## src/tl_pkg.sv

```systemverilog
package tl_pkg;

    typedef logic [2:0] opcode_t;
    typedef logic [2:0] grow_t;
    typedef logic [1:0] cap_t;

    // Channel A
    localparam opcode_t ACQUIRE_BLOCK = 3'd6;
    localparam opcode_t ACQUIRE_PERM  = 3'd7;

    // Channel B
    localparam opcode_t PROBE_BLOCK   = 3'd6;

    // Channel C
    localparam opcode_t PROBE_ACK     = 3'd4;
    localparam opcode_t RELEASE       = 3'd6;

    // Channel D
    localparam opcode_t GRANT         = 3'd4;
    localparam opcode_t RELEASE_ACK   = 3'd6;

    // Grow param of an Acquire
    localparam grow_t NTOB = 3'd0;
    localparam grow_t NTOT = 3'd1;

    // Cap param of probes and grants
    localparam cap_t TO_T = 2'd0;
    localparam cap_t TO_B = 2'd1;
    localparam cap_t TO_N = 2'd2;

    localparam int SOURCE_W = 6;
    localparam int CID_W    = 2;   // Core id in the top source bits

endpackage

```

## src/l2_dir_pkg.sv

```systemverilog
package l2_dir_pkg;

    localparam int ADDR_W   = 32;
    localparam int OFFSET_W = 6;    // 64-byte lines

    // Default geometry
    localparam int DIR_CORES = 4;
    localparam int DIR_WAYS  = 4;
    localparam int DIR_SETS  = 16;

    localparam int TAG_W = ADDR_W - OFFSET_W - $clog2(DIR_SETS);

    typedef struct packed {
        logic                     valid;
        logic [TAG_W-1:0]         tag;
        logic [DIR_CORES-1:0]     sharers;
        logic                     owner_valid;
        logic [tl_pkg::CID_W-1:0] owner;
    } dir_entry_t;

    // Acquire as queued from channel A
    typedef struct packed {
        tl_pkg::opcode_t             opcode;
        tl_pkg::grow_t               grow;
        logic [tl_pkg::SOURCE_W-1:0] source;
        logic [ADDR_W-1:0]           address;
    } acq_req_t;

    // Dataless Release from channel C
    typedef struct packed {
        logic [tl_pkg::SOURCE_W-1:0] source;
        logic [ADDR_W-1:0]           address;
    } rel_req_t;

endpackage

```

## src/req_fifo.sv

```systemverilog
`timescale 1ns/1ns

module req_fifo #(
    parameter type payload_t = logic,
    parameter int  DEPTH     = 2
) (
    input  logic     clk_i,
    input  logic     rst_ni,
    input  logic     push_valid_i,
    output logic     push_ready_o,
    input  payload_t push_data_i,
    output logic     pop_valid_o,
    input  logic     pop_ready_i,
    output payload_t pop_data_o
);

    localparam int PTR_W = (DEPTH > 1) ? $clog2(DEPTH) : 1;

    payload_t         mem_q [DEPTH];
    logic [PTR_W-1:0] wr_ptr_q;
    logic [PTR_W-1:0] rd_ptr_q;
    logic [PTR_W:0]   count_q;
    logic             push;
    logic             pop;

    assign push_ready_o = (count_q != (PTR_W+1)'(DEPTH));   // Drops when full
    assign pop_valid_o  = (count_q != '0);
    assign pop_data_o   = mem_q[rd_ptr_q];
    assign push         = push_valid_i && push_ready_o;
    assign pop          = pop_valid_o && pop_ready_i;

    always_ff @(posedge clk_i or negedge rst_ni) begin
        if (!rst_ni) begin
            wr_ptr_q <= '0;
            rd_ptr_q <= '0;
            count_q  <= '0;
        end else begin
            if (push) begin
                wr_ptr_q <= (wr_ptr_q == PTR_W'(DEPTH - 1)) ? '0 : wr_ptr_q + 1'b1;
            end
            if (pop) begin
                rd_ptr_q <= (rd_ptr_q == PTR_W'(DEPTH - 1)) ? '0 : rd_ptr_q + 1'b1;
            end
            if (push && !pop) begin
                count_q <= count_q + 1'b1;
            end else if (pop && !push) begin
                count_q <= count_q - 1'b1;
            end
        end
    end

    always_ff @(posedge clk_i) begin
        if (push) begin
            mem_q[wr_ptr_q] <= push_data_i;
        end
    end

endmodule

```

## src/dir_store.sv

```systemverilog
`timescale 1ns/1ns

module dir_store #(
    parameter int CORES = 4,
    parameter int WAYS  = 4,
    parameter int SETS  = 16
) (
    input  logic                              clk_i,
    input  logic                              rst_ni,
    input  logic [$clog2(SETS)-1:0]           rd_set_i,
    output l2_dir_pkg::dir_entry_t [WAYS-1:0] rd_entries_o,
    output logic [$clog2(WAYS)-1:0]           victim_way_o,
    input  logic                              we_i,
    input  logic [$clog2(SETS)-1:0]           wr_set_i,
    input  logic [$clog2(WAYS)-1:0]           wr_way_i,
    input  l2_dir_pkg::dir_entry_t            wr_entry_i,
    input  logic                              victim_advance_i
);
    import l2_dir_pkg::*;

    localparam int IDX_W = $clog2(SETS);
    localparam int WAY_W = $clog2(WAYS);

    dir_entry_t [WAYS-1:0] dir_q [SETS];     // Tag and state per way
    logic [WAY_W-1:0]      victim_q [SETS];  // Round-robin pointer per set
    logic [IDX_W-1:0]      rd_set_q;
    logic [CORES-1:0]      wr_holders;
    dir_entry_t            wr_entry;

    // An owner is always counted among the sharers
    always_comb begin
        wr_holders = wr_entry_i.sharers;
        if (wr_entry_i.owner_valid) begin
            wr_holders[wr_entry_i.owner] = 1'b1;
        end
        wr_entry         = wr_entry_i;
        wr_entry.sharers = wr_holders;
    end

    always_ff @(posedge clk_i or negedge rst_ni) begin
        if (!rst_ni) begin
            rd_set_q <= '0;
            for (int s = 0; s < SETS; s++) begin
                dir_q[s]    <= '0;   // All ways invalid
                victim_q[s] <= '0;
            end
        end else begin
            rd_set_q <= rd_set_i;
            if (we_i) begin
                dir_q[wr_set_i][wr_way_i] <= wr_entry;
            end
            if (victim_advance_i) begin
                if (victim_q[wr_set_i] == WAY_W'(WAYS - 1)) begin
                    victim_q[wr_set_i] <= '0;
                end else begin
                    victim_q[wr_set_i] <= victim_q[wr_set_i] + 1'b1;
                end
            end
        end
    end

    // Set registered above, so the ways show up one cycle after the request
    assign rd_entries_o = dir_q[rd_set_q];
    assign victim_way_o = victim_q[rd_set_q];

endmodule

```

## src/probe_tracker.sv

```systemverilog
`timescale 1ns/1ns

module probe_tracker #(
    parameter int CORES = 4
) (
    input  logic                          clk_i,
    input  logic                          rst_ni,
    input  logic                          start_i,
    input  logic [CORES-1:0]              mask_i,
    input  logic [l2_dir_pkg::ADDR_W-1:0] addr_i,
    input  tl_pkg::cap_t                  cap_i,
    output logic                          done_o,
    output logic                          b_valid_o,
    input  logic                          b_ready_i,
    output tl_pkg::opcode_t               b_opcode_o,
    output tl_pkg::cap_t                  b_param_o,
    output logic [l2_dir_pkg::ADDR_W-1:0] b_address_o,
    output logic [tl_pkg::CID_W-1:0]      b_dest_o,
    input  logic                          c_valid_i,
    output logic                          c_ready_o,
    input  tl_pkg::opcode_t               c_opcode_i,
    input  logic [tl_pkg::SOURCE_W-1:0]   c_source_i,
    input  logic [l2_dir_pkg::ADDR_W-1:0] c_address_i,
    output logic                          rel_valid_o,
    input  logic                          rel_ready_i,
    output l2_dir_pkg::rel_req_t          rel_data_o
);
    import tl_pkg::*;
    import l2_dir_pkg::*;

    logic              active_q;
    logic [CORES-1:0]  unsent_q;
    logic [CORES-1:0]  pending_q;   // Still waiting for a ProbeAck
    logic [ADDR_W-1:0] addr_q;
    cap_t              cap_q;
    logic              c_is_ack;
    logic              c_is_rel;
    logic [CORES-1:0]  ack_bit;

    // Lowest unsent core goes first
    always_comb begin
        b_dest_o = '0;
        for (int i = CORES - 1; i >= 0; i--) begin
            if (unsent_q[i]) begin
                b_dest_o = CID_W'(i);
            end
        end
    end

    assign b_valid_o   = active_q && (unsent_q != '0);
    assign b_opcode_o  = PROBE_BLOCK;
    assign b_param_o   = cap_q;
    assign b_address_o = addr_q;

    assign done_o = active_q && (unsent_q == '0) && (pending_q == '0);

    assign c_is_ack    = (c_opcode_i == PROBE_ACK);
    assign c_is_rel    = (c_opcode_i == RELEASE);
    assign c_ready_o   = c_is_rel ? rel_ready_i : 1'b1;   // ProbeAcks never stall
    assign rel_valid_o = c_valid_i && c_is_rel;
    assign rel_data_o  = '{source: c_source_i, address: c_address_i};
    assign ack_bit     = (c_valid_i && c_is_ack) ?
                         CORES'(1) << c_source_i[SOURCE_W-1 -: CID_W] : '0;

    always_ff @(posedge clk_i or negedge rst_ni) begin
        if (!rst_ni) begin
            active_q  <= 1'b0;
            unsent_q  <= '0;
            pending_q <= '0;
        end else if (start_i) begin
            active_q  <= 1'b1;
            unsent_q  <= mask_i;
            pending_q <= mask_i;
        end else begin
            if (b_valid_o && b_ready_i) begin
                unsent_q[b_dest_o] <= 1'b0;
            end
            pending_q <= pending_q & ~ack_bit;
            if (done_o) begin
                active_q <= 1'b0;   // One-cycle done
            end
        end
    end

    always_ff @(posedge clk_i) begin
        if (start_i) begin
            addr_q <= addr_i;
            cap_q  <= cap_i;
        end
    end

endmodule

```

## src/coherence_ctrl.sv

```systemverilog
`timescale 1ns/1ns

module coherence_ctrl #(
    parameter int CORES = 4,
    parameter int WAYS  = 4,
    parameter int SETS  = 16
) (
    input  logic                              clk_i,
    input  logic                              rst_ni,
    input  logic                              acq_valid_i,
    output logic                              acq_ready_o,
    input  l2_dir_pkg::acq_req_t              acq_data_i,
    input  logic                              rel_valid_i,
    output logic                              rel_ready_o,
    input  l2_dir_pkg::rel_req_t              rel_data_i,
    output logic [$clog2(SETS)-1:0]           rd_set_o,
    input  l2_dir_pkg::dir_entry_t [WAYS-1:0] rd_entries_i,
    input  logic [$clog2(WAYS)-1:0]           victim_way_i,
    output logic                              we_o,
    output logic [$clog2(SETS)-1:0]           wr_set_o,
    output logic [$clog2(WAYS)-1:0]           wr_way_o,
    output l2_dir_pkg::dir_entry_t            wr_entry_o,
    output logic                              victim_advance_o,
    output logic                              probe_start_o,
    output logic [CORES-1:0]                  probe_mask_o,
    output logic [l2_dir_pkg::ADDR_W-1:0]     probe_addr_o,
    output tl_pkg::cap_t                      probe_cap_o,
    input  logic                              probe_done_i,
    output logic                              d_valid_o,
    input  logic                              d_ready_i,
    output tl_pkg::opcode_t                   d_opcode_o,
    output tl_pkg::cap_t                      d_param_o,
    output logic [tl_pkg::SOURCE_W-1:0]       d_source_o
);
    import tl_pkg::*;
    import l2_dir_pkg::*;

    localparam int IDX_W = $clog2(SETS);
    localparam int WAY_W = $clog2(WAYS);

    typedef enum logic [2:0] {
        ST_IDLE, ST_READ, ST_CHECK, ST_PROBE_WAIT, ST_UPDATE, ST_RESP
    } state_t;

    state_t              state_q;
    state_t              state_d;
    logic                is_rel_q;
    logic                want_t_q;    // AcquirePerm or NtoT
    logic [SOURCE_W-1:0] source_q;
    logic [ADDR_W-1:0]   addr_q;
    logic [CID_W-1:0]    req_core;
    logic [CORES-1:0]    req_bit;
    logic [TAG_W-1:0]    req_tag;
    logic [IDX_W-1:0]    req_idx;
    logic                hit;
    logic [WAY_W-1:0]    hit_way;
    dir_entry_t          hit_entry;
    dir_entry_t          victim_entry;
    dir_entry_t          new_entry;
    logic [WAY_W-1:0]    way_q;
    dir_entry_t          entry_q;
    logic                write_q;
    logic                advance_q;

    function automatic logic [CORES-1:0] holders(dir_entry_t e);
        logic [CORES-1:0] h;
        h = e.sharers;
        if (e.owner_valid) begin
            h[e.owner] = 1'b1;
        end
        return h;
    endfunction

    assign req_core = source_q[SOURCE_W-1 -: CID_W];
    assign req_bit  = CORES'(1) << req_core;
    assign req_tag  = addr_q[ADDR_W-1 -: TAG_W];
    assign req_idx  = addr_q[OFFSET_W +: IDX_W];

    // Tag compare over all ways
    always_comb begin
        hit       = 1'b0;
        hit_way   = '0;
        hit_entry = '0;
        for (int w = 0; w < WAYS; w++) begin
            if (rd_entries_i[w].valid && rd_entries_i[w].tag == req_tag) begin
                hit       = 1'b1;
                hit_way   = WAY_W'(w);
                hit_entry = rd_entries_i[w];
            end
        end
    end

    assign victim_entry = rd_entries_i[victim_way_i];

    // Probe set, cap and the entry to write back
    always_comb begin
        probe_mask_o = '0;
        probe_cap_o  = TO_N;
        probe_addr_o = {addr_q[ADDR_W-1:OFFSET_W], OFFSET_W'(0)};
        new_entry    = hit_entry;
        if (is_rel_q) begin
            new_entry.sharers = hit_entry.sharers & ~req_bit;
            if (hit_entry.owner == req_core) begin
                new_entry.owner_valid = 1'b0;
            end
        end else begin
            if (hit && want_t_q) begin
                probe_mask_o = holders(hit_entry) & ~req_bit;
            end else if (hit && hit_entry.owner_valid && hit_entry.owner != req_core) begin
                probe_mask_o = CORES'(1) << hit_entry.owner;
                probe_cap_o  = TO_B;
            end else if (!hit) begin
                new_entry = '{valid: 1'b1, tag: req_tag, default: '0};
                if (victim_entry.valid) begin   // Eviction round at the victim's line
                    probe_mask_o = holders(victim_entry);
                    probe_addr_o = {victim_entry.tag, req_idx, OFFSET_W'(0)};
                end
            end
            if (want_t_q) begin
                new_entry.sharers     = req_bit;
                new_entry.owner_valid = 1'b1;
                new_entry.owner       = req_core;
            end else begin
                new_entry.sharers     = holders(new_entry) | req_bit;
                new_entry.owner_valid = 1'b0;
            end
        end
    end

    assign acq_ready_o      = (state_q == ST_IDLE) && !rel_valid_i;   // Releases go first
    assign rel_ready_o      = (state_q == ST_IDLE);
    assign rd_set_o         = req_idx;
    assign probe_start_o    = (state_q == ST_CHECK) && (probe_mask_o != '0);
    assign we_o             = (state_q == ST_UPDATE) && write_q;
    assign victim_advance_o = (state_q == ST_UPDATE) && advance_q;
    assign wr_set_o         = req_idx;
    assign wr_way_o         = way_q;
    assign wr_entry_o       = entry_q;
    assign d_valid_o        = (state_q == ST_RESP);
    assign d_opcode_o       = is_rel_q ? RELEASE_ACK : GRANT;
    assign d_param_o        = (is_rel_q || want_t_q) ? TO_T : TO_B;
    assign d_source_o       = source_q;

    always_comb begin
        state_d = state_q;
        case (state_q)
            ST_IDLE: begin
                if (rel_valid_i || acq_valid_i) begin
                    state_d = ST_READ;
                end
            end
            ST_READ:  state_d = ST_CHECK;
            ST_CHECK: state_d = probe_start_o ? ST_PROBE_WAIT : ST_UPDATE;
            ST_PROBE_WAIT: begin
                if (probe_done_i) begin
                    state_d = ST_UPDATE;
                end
            end
            ST_UPDATE: state_d = ST_RESP;
            ST_RESP: begin
                if (d_ready_i) begin
                    state_d = ST_IDLE;
                end
            end
            default: state_d = ST_IDLE;
        endcase
    end

    always_ff @(posedge clk_i or negedge rst_ni) begin
        if (!rst_ni) begin
            state_q   <= ST_IDLE;
            write_q   <= 1'b0;
            advance_q <= 1'b0;
        end else begin
            state_q <= state_d;
            if (state_q == ST_CHECK) begin
                write_q   <= hit || !is_rel_q;    // Release miss leaves the directory alone
                advance_q <= !hit && !is_rel_q;
            end
        end
    end

    always_ff @(posedge clk_i) begin
        if (rel_valid_i && rel_ready_o) begin
            is_rel_q <= 1'b1;
            want_t_q <= 1'b0;
            source_q <= rel_data_i.source;
            addr_q   <= rel_data_i.address;
        end else if (acq_valid_i && acq_ready_o) begin
            is_rel_q <= 1'b0;
            want_t_q <= (acq_data_i.opcode == ACQUIRE_PERM) || (acq_data_i.grow == NTOT);
            source_q <= acq_data_i.source;
            addr_q   <= acq_data_i.address;
        end
        if (state_q == ST_CHECK) begin
            way_q   <= hit ? hit_way : victim_way_i;
            entry_q <= new_entry;
        end
    end

endmodule

```

## src/l2_dir_top.sv

```systemverilog
`timescale 1ns/1ns

module l2_dir_top #(
    parameter int CORES = l2_dir_pkg::DIR_CORES,
    parameter int WAYS  = l2_dir_pkg::DIR_WAYS,
    parameter int SETS  = l2_dir_pkg::DIR_SETS
) (
    input  logic                          clk_i,
    input  logic                          rst_ni,
    input  logic                          a_valid_i,
    output logic                          a_ready_o,
    input  tl_pkg::opcode_t               a_opcode_i,
    input  tl_pkg::grow_t                 a_param_i,
    input  logic [tl_pkg::SOURCE_W-1:0]   a_source_i,
    input  logic [l2_dir_pkg::ADDR_W-1:0] a_address_i,
    output logic                          b_valid_o,
    input  logic                          b_ready_i,
    output tl_pkg::opcode_t               b_opcode_o,
    output tl_pkg::cap_t                  b_param_o,
    output logic [l2_dir_pkg::ADDR_W-1:0] b_address_o,
    output logic [tl_pkg::CID_W-1:0]      b_dest_o,
    input  logic                          c_valid_i,
    output logic                          c_ready_o,
    input  tl_pkg::opcode_t               c_opcode_i,
    input  logic [tl_pkg::SOURCE_W-1:0]   c_source_i,
    input  logic [l2_dir_pkg::ADDR_W-1:0] c_address_i,
    output logic                          d_valid_o,
    input  logic                          d_ready_i,
    output tl_pkg::opcode_t               d_opcode_o,
    output tl_pkg::cap_t                  d_param_o,
    output logic [tl_pkg::SOURCE_W-1:0]   d_source_o
);
    import tl_pkg::*;
    import l2_dir_pkg::*;

    acq_req_t              a_req;
    acq_req_t              acq_data;
    logic                  acq_valid;
    logic                  acq_ready;
    rel_req_t              c_rel;
    logic                  c_rel_valid;
    logic                  c_rel_ready;
    rel_req_t              rel_data;
    logic                  rel_valid;
    logic                  rel_ready;
    logic [$clog2(SETS)-1:0] rd_set;
    dir_entry_t [WAYS-1:0] rd_entries;
    logic [$clog2(WAYS)-1:0] victim_way;
    logic                  we;
    logic [$clog2(SETS)-1:0] wr_set;
    logic [$clog2(WAYS)-1:0] wr_way;
    dir_entry_t            wr_entry;
    logic                  victim_advance;
    logic                  probe_start;
    logic [CORES-1:0]      probe_mask;
    logic [ADDR_W-1:0]     probe_addr;
    cap_t                  probe_cap;
    logic                  probe_done;

    assign a_req = '{opcode: a_opcode_i, grow: a_param_i, source: a_source_i,
                     address: a_address_i};

    req_fifo #(.payload_t(acq_req_t)) acq_fifo (
        .clk_i, .rst_ni,
        .push_valid_i(a_valid_i), .push_ready_o(a_ready_o), .push_data_i(a_req),
        .pop_valid_o(acq_valid), .pop_ready_i(acq_ready), .pop_data_o(acq_data)
    );

    req_fifo #(.payload_t(rel_req_t)) rel_fifo (
        .clk_i, .rst_ni,
        .push_valid_i(c_rel_valid), .push_ready_o(c_rel_ready), .push_data_i(c_rel),
        .pop_valid_o(rel_valid), .pop_ready_i(rel_ready), .pop_data_o(rel_data)
    );

    dir_store #(.CORES(CORES), .WAYS(WAYS), .SETS(SETS)) u_dir_store (
        .clk_i, .rst_ni,
        .rd_set_i(rd_set), .rd_entries_o(rd_entries), .victim_way_o(victim_way),
        .we_i(we), .wr_set_i(wr_set), .wr_way_i(wr_way), .wr_entry_i(wr_entry),
        .victim_advance_i(victim_advance)
    );

    coherence_ctrl #(.CORES(CORES), .WAYS(WAYS), .SETS(SETS)) u_ctrl (
        .clk_i, .rst_ni,
        .acq_valid_i(acq_valid), .acq_ready_o(acq_ready), .acq_data_i(acq_data),
        .rel_valid_i(rel_valid), .rel_ready_o(rel_ready), .rel_data_i(rel_data),
        .rd_set_o(rd_set), .rd_entries_i(rd_entries), .victim_way_i(victim_way),
        .we_o(we), .wr_set_o(wr_set), .wr_way_o(wr_way), .wr_entry_o(wr_entry),
        .victim_advance_o(victim_advance),
        .probe_start_o(probe_start), .probe_mask_o(probe_mask),
        .probe_addr_o(probe_addr), .probe_cap_o(probe_cap), .probe_done_i(probe_done),
        .d_valid_o, .d_ready_i, .d_opcode_o, .d_param_o, .d_source_o
    );

    probe_tracker #(.CORES(CORES)) u_probe_tracker (
        .clk_i, .rst_ni,
        .start_i(probe_start), .mask_i(probe_mask), .addr_i(probe_addr),
        .cap_i(probe_cap), .done_o(probe_done),
        .b_valid_o, .b_ready_i, .b_opcode_o, .b_param_o, .b_address_o, .b_dest_o,
        .c_valid_i, .c_ready_o, .c_opcode_i, .c_source_i, .c_address_i,
        .rel_valid_o(c_rel_valid), .rel_ready_i(c_rel_ready), .rel_data_o(c_rel)
    );

endmodule

```

## config.mk

```make
export PLATFORM = sky130hd
export DESIGN_NAME = l2_dir_top
export DESIGN_NICKNAME = d
export VERILOG_FILES = /design/src/tl_pkg.sv /design/src/l2_dir_pkg.sv /design/src/req_fifo.sv /design/src/dir_store.sv /design/src/probe_tracker.sv /design/src/coherence_ctrl.sv /design/src/l2_dir_top.sv
export SDC_FILE = /design/constraint.sdc
export NUM_CORES = 2
export LEC_CHECK = 0
export BUFFER_PORTS_ARGS = -buffer_cell sky130_fd_sc_hd__buf_4
export CORE_ASPECT_RATIO = 1.1
export CORE_UTILIZATION = 35
export CTS_CLUSTER_SIZE = 24
export DETAILED_ROUTE_END_ITERATION = 12
export GPL_ROUTABILITY_DRIVEN = 0
export PLACE_DENSITY = 0.6
export SYNTH_ARGS = -nofsm -noshare
export SYNTH_HDL_FRONTEND = slang
export SYNTH_SLANG_ARGS = --single-unit
```

## constraint.sdc

```tcl
create_clock -name clk_i -period 7.45 [get_ports clk_i]
set_input_delay 1.49 -clock clk_i [delete_from_list [all_inputs] [get_ports clk_i]]
set_output_delay 1.49 -clock clk_i [all_outputs]
set_load 0.02 [all_outputs]
```

### After elaboration in Yosys (flattened, before gate mapping)

Memories as Yosys holds them, arrays and structs flattened.
Cells that the tools add are included.

* $add $sub $neg: 9
* $lt $le $gt $ge: 16
* equality and inequality tests: 21
* shift operators: 3
* mux-type cells: 105
* bitwise gates (word level): 16
* reduce and logical (&&, ||, !) cells: 59

Operators by type and width (count)
* 1920-bit bitwise mux: 1
* 120-bit binary-select mux with 4-bit select: 1
* 120-bit demux with 4-bit select: 1
* 120-bit two-way mux: 3
* 30-bit two-way mux: 10
* 32-bit two-way mux: 8
* 22-bit == test: 4
* 4-bit two-way mux: 17
* 30-bit binary-select mux with 2-bit select: 1
* 30-bit demux with 2-bit select: 1
* 2-bit two-way mux: 20
* 1-bit logical AND: 33
* 32-bit AND: 1
* 32-bit bitwise mux: 1
* 32-bit NOT: 1
* 1-bit two-way mux: 23
* 23-bit two-way mux: 1
* 2-bit by 3-bit < comparator with 1-bit output, second input constant: 7
* 4-bit bitwise OR: 5
* 3-bit one-hot mux with 6 select lines: 1
* 4-bit AND: 4
* 2-bit binary-select mux with 4-bit select: 2
* 3-bit == test, second input constant: 5
* 2-bit nonzero test: 7
* 29 further kinds: 71

* register bits: 2084
* bits in writable memories: 164
* input bits: 91
* output and inout bits: 54
* logic and storage cells: 593
* memories kept: 2

Memories
* acq_fifo.mem_q: words 2, width 44, rd ports 1, clocked after memory_dff 0, wr ports 1, RTL line req_fifo.sv:19 `payload_t mem_q [DEPTH];`
* rel_fifo.mem_q: words 2, width 38, rd ports 1, clocked after memory_dff 0, wr ports 1, RTL line req_fifo.sv:19

### Logic depth before layout (Yosys ltp)

* depth in word-level cells: 26
* gate-level depth with buffers: 23
* gate-level depth less buffers: 13

### By module

A second synthesis with hierarchy kept.

* cells, all modules: 6589
* area total of the unflattened synthesis: 102761.1 um^2

By module, submodules not included
* dir_store: times used 1, cells an instance 5530, area an instance 87923.1 um^2, sequential area each 48946.9 um^2
* coherence_ctrl: times used 1, cells an instance 641, area an instance 6481.2 um^2, sequential area each 2087.0 um^2
* req_fifo (acq_fifo): times used 1, cells an instance 155, area an instance 3569.7 um^2, sequential area each 2742.6 um^2
* req_fifo (rel_fifo): times used 1, cells an instance 136, area an instance 2982.9 um^2, sequential area each 2382.3 um^2
* probe_tracker: times used 1, cells an instance 127, area an instance 1804.2 um^2, sequential area each 1246.2 um^2

### Least setup slack after synthesis

OpenSTA, ideal clock, no wires.

* kind: register -> register
* start point: reg u_dir_store.rd_set_q[2]
* end point: reg u_probe_tracker.addr_q[10] (netlist: u_probe_tracker.b_address_o[10]) (enable)
* setup time: 0.388 ns
* data arrival time: 4.852 ns
* data required time: 7.062 ns
* setup slack: 2.210 ns
* cell stages (with the launch flop): 17
* buffers on the path: 4
* clock period less this slack: 5.240 ns
* cell sequence: dfrtp_1 buf_6 buf_6 buf_6 clkbuf_1 mux4_2 a22oi_1 nand2_1 xor2_1 or4_1 a2111oi_4 nand3_4 and3_1 o311a_4 nand2b_4 o31a_1 a41oi_4

* cells in the longest elaborated chain, start to end: 23
* elaborated cells between the ends (all ways): 54
* classes of those cells: order compare (4); eq/ne (5); shift (1); mux (29); bitwise (4); reduce/logical (11)

Ends and longest elaborated chain
* from (decl): RTL line dir_store.sv:26 `logic [IDX_W-1:0] rd_set_q;`
* from (signal assigned): RTL line dir_store.sv:48 `rd_set_q <= rd_set_i;`
* 4-bit NOT with 5-bit output (not written as such) (*): RTL line dir_store.sv:63, dir_store.sv:64
* 120-bit binary-select mux with 4-bit select: RTL line dir_store.sv:63 `assign rd_entries_o = dir_q[rd_set_q];`
* 120-bit two-way mux (not written as such) (2 in a row): RTL line dir_store.sv:63
* 22-bit == test: RTL line coherence_ctrl.sv:85 `if (rd_entries_i[w].valid && rd_entries_i[w].tag == req_tag) begin`
* 1-bit logical AND: RTL line coherence_ctrl.sv:85
* 30-bit two-way mux (4 in a row): RTL line coherence_ctrl.sv:85
* 2-bit by 3-bit < comparator with 1-bit output (not written as such) or 2-bit by 1-bit >= comparator with 1-bit output (tied branches): RTL line coherence_ctrl.sv:69 `h[e.owner] = 1'b1;`
* 1-bit logical AND (not written as such): RTL line coherence_ctrl.sv:69
* (+4 left out)
* 4-bit two-way mux: RTL line coherence_ctrl.sv:107 `if (hit && want_t_q) begin`
* 4-bit two-way mux: RTL line coherence_ctrl.sv:101 `if (is_rel_q) begin`
* 4-bit AND: RTL line coherence_ctrl.sv:108 `probe_mask_o = holders(hit_entry) & ~req_bit;`
* 4-bit two-way mux (*): RTL line coherence_ctrl.sv:107
* 4-bit two-way mux (*): RTL line coherence_ctrl.sv:101
* 4-bit nonzero test (*): RTL line coherence_ctrl.sv:133 `assign probe_start_o = (state_q == ST_CHECK) && (probe_mask_o != '0);`
* 1-bit logical AND (*): RTL line coherence_ctrl.sv:133
* named net probe_start: RTL line l2_dir_top.sv:54 `logic probe_start;`
* to (signal assigned): RTL line probe_tracker.sv:87 `addr_q <= addr_i;`
* to (decl): RTL line probe_tracker.sv:34 `logic [ADDR_W-1:0] addr_q;`

Mark *: on every way through the listed nets, which the timed path passes. The rest lies on a longest branch. The select of a mux whose other input is x is not followed.
A chain may end at the register's enable or synchronous reset.

### Worst setup path in the final report

* start point: reg u_dir_store.rd_set_q[0]
* end point: reg u_probe_tracker.addr_q[14] (netlist: u_probe_tracker.b_address_o[14]) (enable)

Same word-level chain as after synthesis.

==> summary.md <==
| Metric | Value |
|---|---|
| Status | `finished, final reports clean` |
| Count of final max-slew check failures | `0` |
| Number of synthesized flops with an enable pin | `232` |
| Class of the worst hold path | `flip-flop to flip-flop` |
| H-Tree Depth | `4` |
| Post-DP Area | `108000 um2` |
| Post-CTS Hold Buffers | `0` |
| Vias in the first global route | `66778` |
| Cell Area, Synth | `103000 um2` |
| FILL cells | `roughly 27000` |
| R2R setup slack | `0.65 ns` |
| Crit. End Element | `flip-flop` |
| Overall power | `40.3 mW` |
| DP Wirelength | `205000 um` |
| Post-layout min period | `6.80 ns` |
| Routed Antenna Nets | `0` |
| Row count | `208` |
| Hold path startpoint | `u_dir_store.dir_q[1595]$_DFFE_PN0P_` |
| Ys async rst share | `0.894` |
| Initial DRC count | `6017` |
| Reg clk slew, reported paths | `0.06 ns` |
| WP buf/inv | `4` |
| Maximum vdd drop | `247 uV` |
| FF+latch count, synth | `2212` |
| Critical path type | `flip-flop to flip-flop` |
| Setup TNS Final | `0 ns` |
| Core ar. | `292000 um2` |
| Chip height | `571 um` |
| CP max stage cell | `dfrtp_4` |
| Startpoint class of the critical path | `flip-flop` |
| CTS buffer count | `around 230` |
| Die width | `between 500 and 600 um` |
| Die ar. | `297000 um2` |
| Initial Util | `0.353` |
| Critical path peak fanout | `33` |
| Post-layout util | `0.396` |
| Register area share after synthesis | `0.548` |
| DR DRC count | `0` |
| Largest net degree at the start of global routing | `189` |
| FF-to-FF Start | `u_dir_store.rd_set_q[0]$_DFF_PN0_` |
| Reg2reg path depth | `15` |
| RSZ-0062 raised after global routing | `no` |
| Setup bufs post-CTS | `0` |
| Routed vias/inst | `5.68` |
| Share of cells above drive strength 1 | `0.400` |
| Clk Latency, worst-skew pair | `0.90 ns` |
| CTS sink cnt | `2212` |
| Final hold viol count | `0` |
| Crit path cell chain | `clkinv_2 > buf_4 > mux2i_1 > mux2i_1 > xnor2_1 > nand4b_1 > a2111oi_4 > nand3_4 > buf_4 > nand3_1 > a311oi_2 > nand3b_1 > o221a_2 > a41oi_4 > buf_12` |
| Ys Warns | `0` |
| Input/output buffers | `120` |
| Post-route cell area | `around 120000 um2` |
| Pre-Repair DR Iteration Count | `6` |
| GRT Overall Usage | `0.219` |
| Primary FF master, synth | `dfrtp_1` |
| Worst Path Required | `about 8 ns` |
| CP peak stage delay | `about 0.98 ns` |
| Clock skew | `roughly 0.054 ns` |
| Cells after Synth | `7366` |
| GRT Residual Overflow | `0` |
| Avg Inst Size Synth | `14.0 um2` |
| Rel. slew slack | `0.0911` |
| Layout net count | `between 7000 and 8000` |
| Top-Level Pins | `145` |
| Final Cycle Share | `0.913` |
| Slew @ Worst Pin | `1.36 ns` |
| Hold EP | `u_dir_store.dir_q[1595]$_DFFE_PN0P_` |
| Lkg Pwr | `53.3 nW` |
| Max frequency | `147 MHz` |
| Via count | `~65000` |
| Worst path top cell family by delay | `buffers and inverters` |
| Critical R2R Capture | `u_probe_tracker.b_address_o[14]$_DFFE_PP_` |
| Cts repair resizes | `0` |
| CP arrival | `~7.4 ns` |
| WL final | `327000 um` |
| CTS max path bufs | `4` |
| Library cells used by synthesis | `107` |
| DR WL/cell | `28.8 um` |
| First-pass GRT wire length | `between 400000 and 500000 um` |
| Initial antenna violation count | `12` |
| Root Driver | `clkbuf_16` |
| PwrDens | `348 nW/um2` |
| Area delta synth->final | `12.5%` |
| Final setup vio count | `0` |
| Hold depth | `2` |
| Max Cap Viol | `0` |
| Worst path depth | `15` |
| CTS tree | `done` |
[cell type report]
class	count	area, um2	share of cell area
timing repair buffer	390	3270	0.0282
clock buffer	339	6710	0.0579
clock inverter	66	774	0.00668
inverter	34	131	0.00113
tap	3885	4860	0.0419
sequential	2212	56500	0.488
multi-input combinational	4450	43600	0.376
antenna	6	15.0	0.000130
[cell usage after synthesis (all sizes together) (5+ instances only)]
cell type,count,area (um2)
buf,202,1440
o211ai,23,173
dfrtp,1978,49500
mux2i,279,2790
a221o,5,50.1
nand4b,6,52.6
a22oi,75,563
mux4,456,10300
a311oi,6,76.3
nand4,25,163
nand3,40,218
a31oi,22,153
a21oi,168,841
xor2,37,324
nor3b,8,60.1
xnor2,74,648
or4,7,56.3
edfxtp,232,6970
inv,28,105
nor3,30,155
a22o,10,87.6
a221oi,30,280
a21o,13,97.6
a2111oi,12,136
o2111ai,5,43.8
and2,21,131
or2,12,75.1
and3,15,93.8
clkbuf,478,1800
nor2,233,880
or3,9,61.3
nand2,530,1990
o21ai,338,1690
o22ai,34,213
o21a,8,60.1
nand3b,9,67.6
nor2b,66,413
a211oi,40,300
nand2b,29,189
mux2,1686,19000
nor4,10,81.3
clkinv,6,22.5
[worst max-delay path by stage]
stage | from | end
3_5_place_dp | u_dir_store.rd_set_q[0]$_DFF_PN0_ | u_probe_tracker.b_address_o[12]$_DFFE_PP_
2_1_floorplan | u_dir_store.rd_set_q[2]$_DFF_PN0_ | u_probe_tracker.b_address_o[10]$_DFFE_PP_
5_1_grt | u_dir_store.rd_set_q[0]$_DFF_PN0_ | u_probe_tracker.b_address_o[14]$_DFFE_PP_
4_1_cts | u_dir_store.rd_set_q[0]$_DFF_PN0_ | u_probe_tracker.b_address_o[14]$_DFFE_PP_
3_3_place_gp | u_dir_store.rd_set_q[0]$_DFF_PN0_ | u_probe_tracker.b_address_o[31]$_DFFE_PP_
6_report | u_dir_store.rd_set_q[0]$_DFF_PN0_ | u_probe_tracker.b_address_o[14]$_DFFE_PP_
[worst reg2reg max path, delay by kind of cell (launching register included)]
family,cells,cell delay (ns)
xor gates and xnor gates,1,0.22
and+or+nand+nor,4,0.87
DFF,1,0.98
muxes,2,1.07
buffers and inverters,4,2.03
AOI/OAI and AO/OA,4,1.22
[cell usage in the layout, fill, tap and decap left out, drive strengths merged, types with 75 or more instances in the layout]
cell type  Yosys  layout
dfrtp       1978    1978
mux2        1686    1686
nand2        530     530
mux4         456     456
buf          202     390
clkbuf       478     339
o21ai        338     338
mux2i        279     279
nor2         233     233
edfxtp       232     232
a21oi        168     168
a22oi         75      75
[registers in the layout (all words and copies together) (netlist names), 2 cells and up]
name and flops:
acq_fifo.count_q 2, acq_fifo.mem_q 76, rel_fifo.count_q 2, rel_fifo.mem_q 64, u_ctrl.addr_q 26, u_ctrl.d_source_o 6, u_ctrl.state_q 3, u_ctrl.wr_entry_o 30
u_ctrl.wr_way_o 2, u_dir_store.dir_q 1920, u_dir_store.rd_set_q 4, u_dir_store.victim_q 32, u_probe_tracker.b_address_o 26, u_probe_tracker.b_param_o 2, u_probe_tracker.pending_q 4, u_probe_tracker.unsent_q 4
[through the flow]
stage / setup WS [ns] / cells / hold WS, ns
after global placement: 0.906 / 10971 / 0.456
after floorplan: 2.21 / 7376 / 0.370
after CTS: 0.795 / 11376 / 0.478
after detailed placement: 0.828 / 10971 / 0.465
final: 0.652 / 11382 / 0.474
after global routing: 0.580 / 11377 / 0.498
[logic make-up after synthesis]
group                    synth area share
AO/OA/AOI/OAI                      0.0505
flip-flops                          0.548
multiplexers                        0.311
XOR/XNOR                          0.00944
AND/OR/NAND/NOR                    0.0473
buffers and inverters              0.0326
adder cells (fa/ha/maj)          0.000364
other                           0.0000729
[report_power, final]
part	internal, mW	switching (mW)	total [mW]
sequential	14.1	1.54	15.6
clock	6.66	4.86	11.5
combinational	4.93	8.22	13.1
[per-layer routing]
layer	global-route usage	up-vias	wire [um]
li1	-	26910	-
met1	0.277	34594	130000
met2	0.357	2367	155000
met3	0.0413	743	22300
met4	0.113	8	19300
met5	0	-	53
Note: power is estimated with default switching activity, not from simulation.
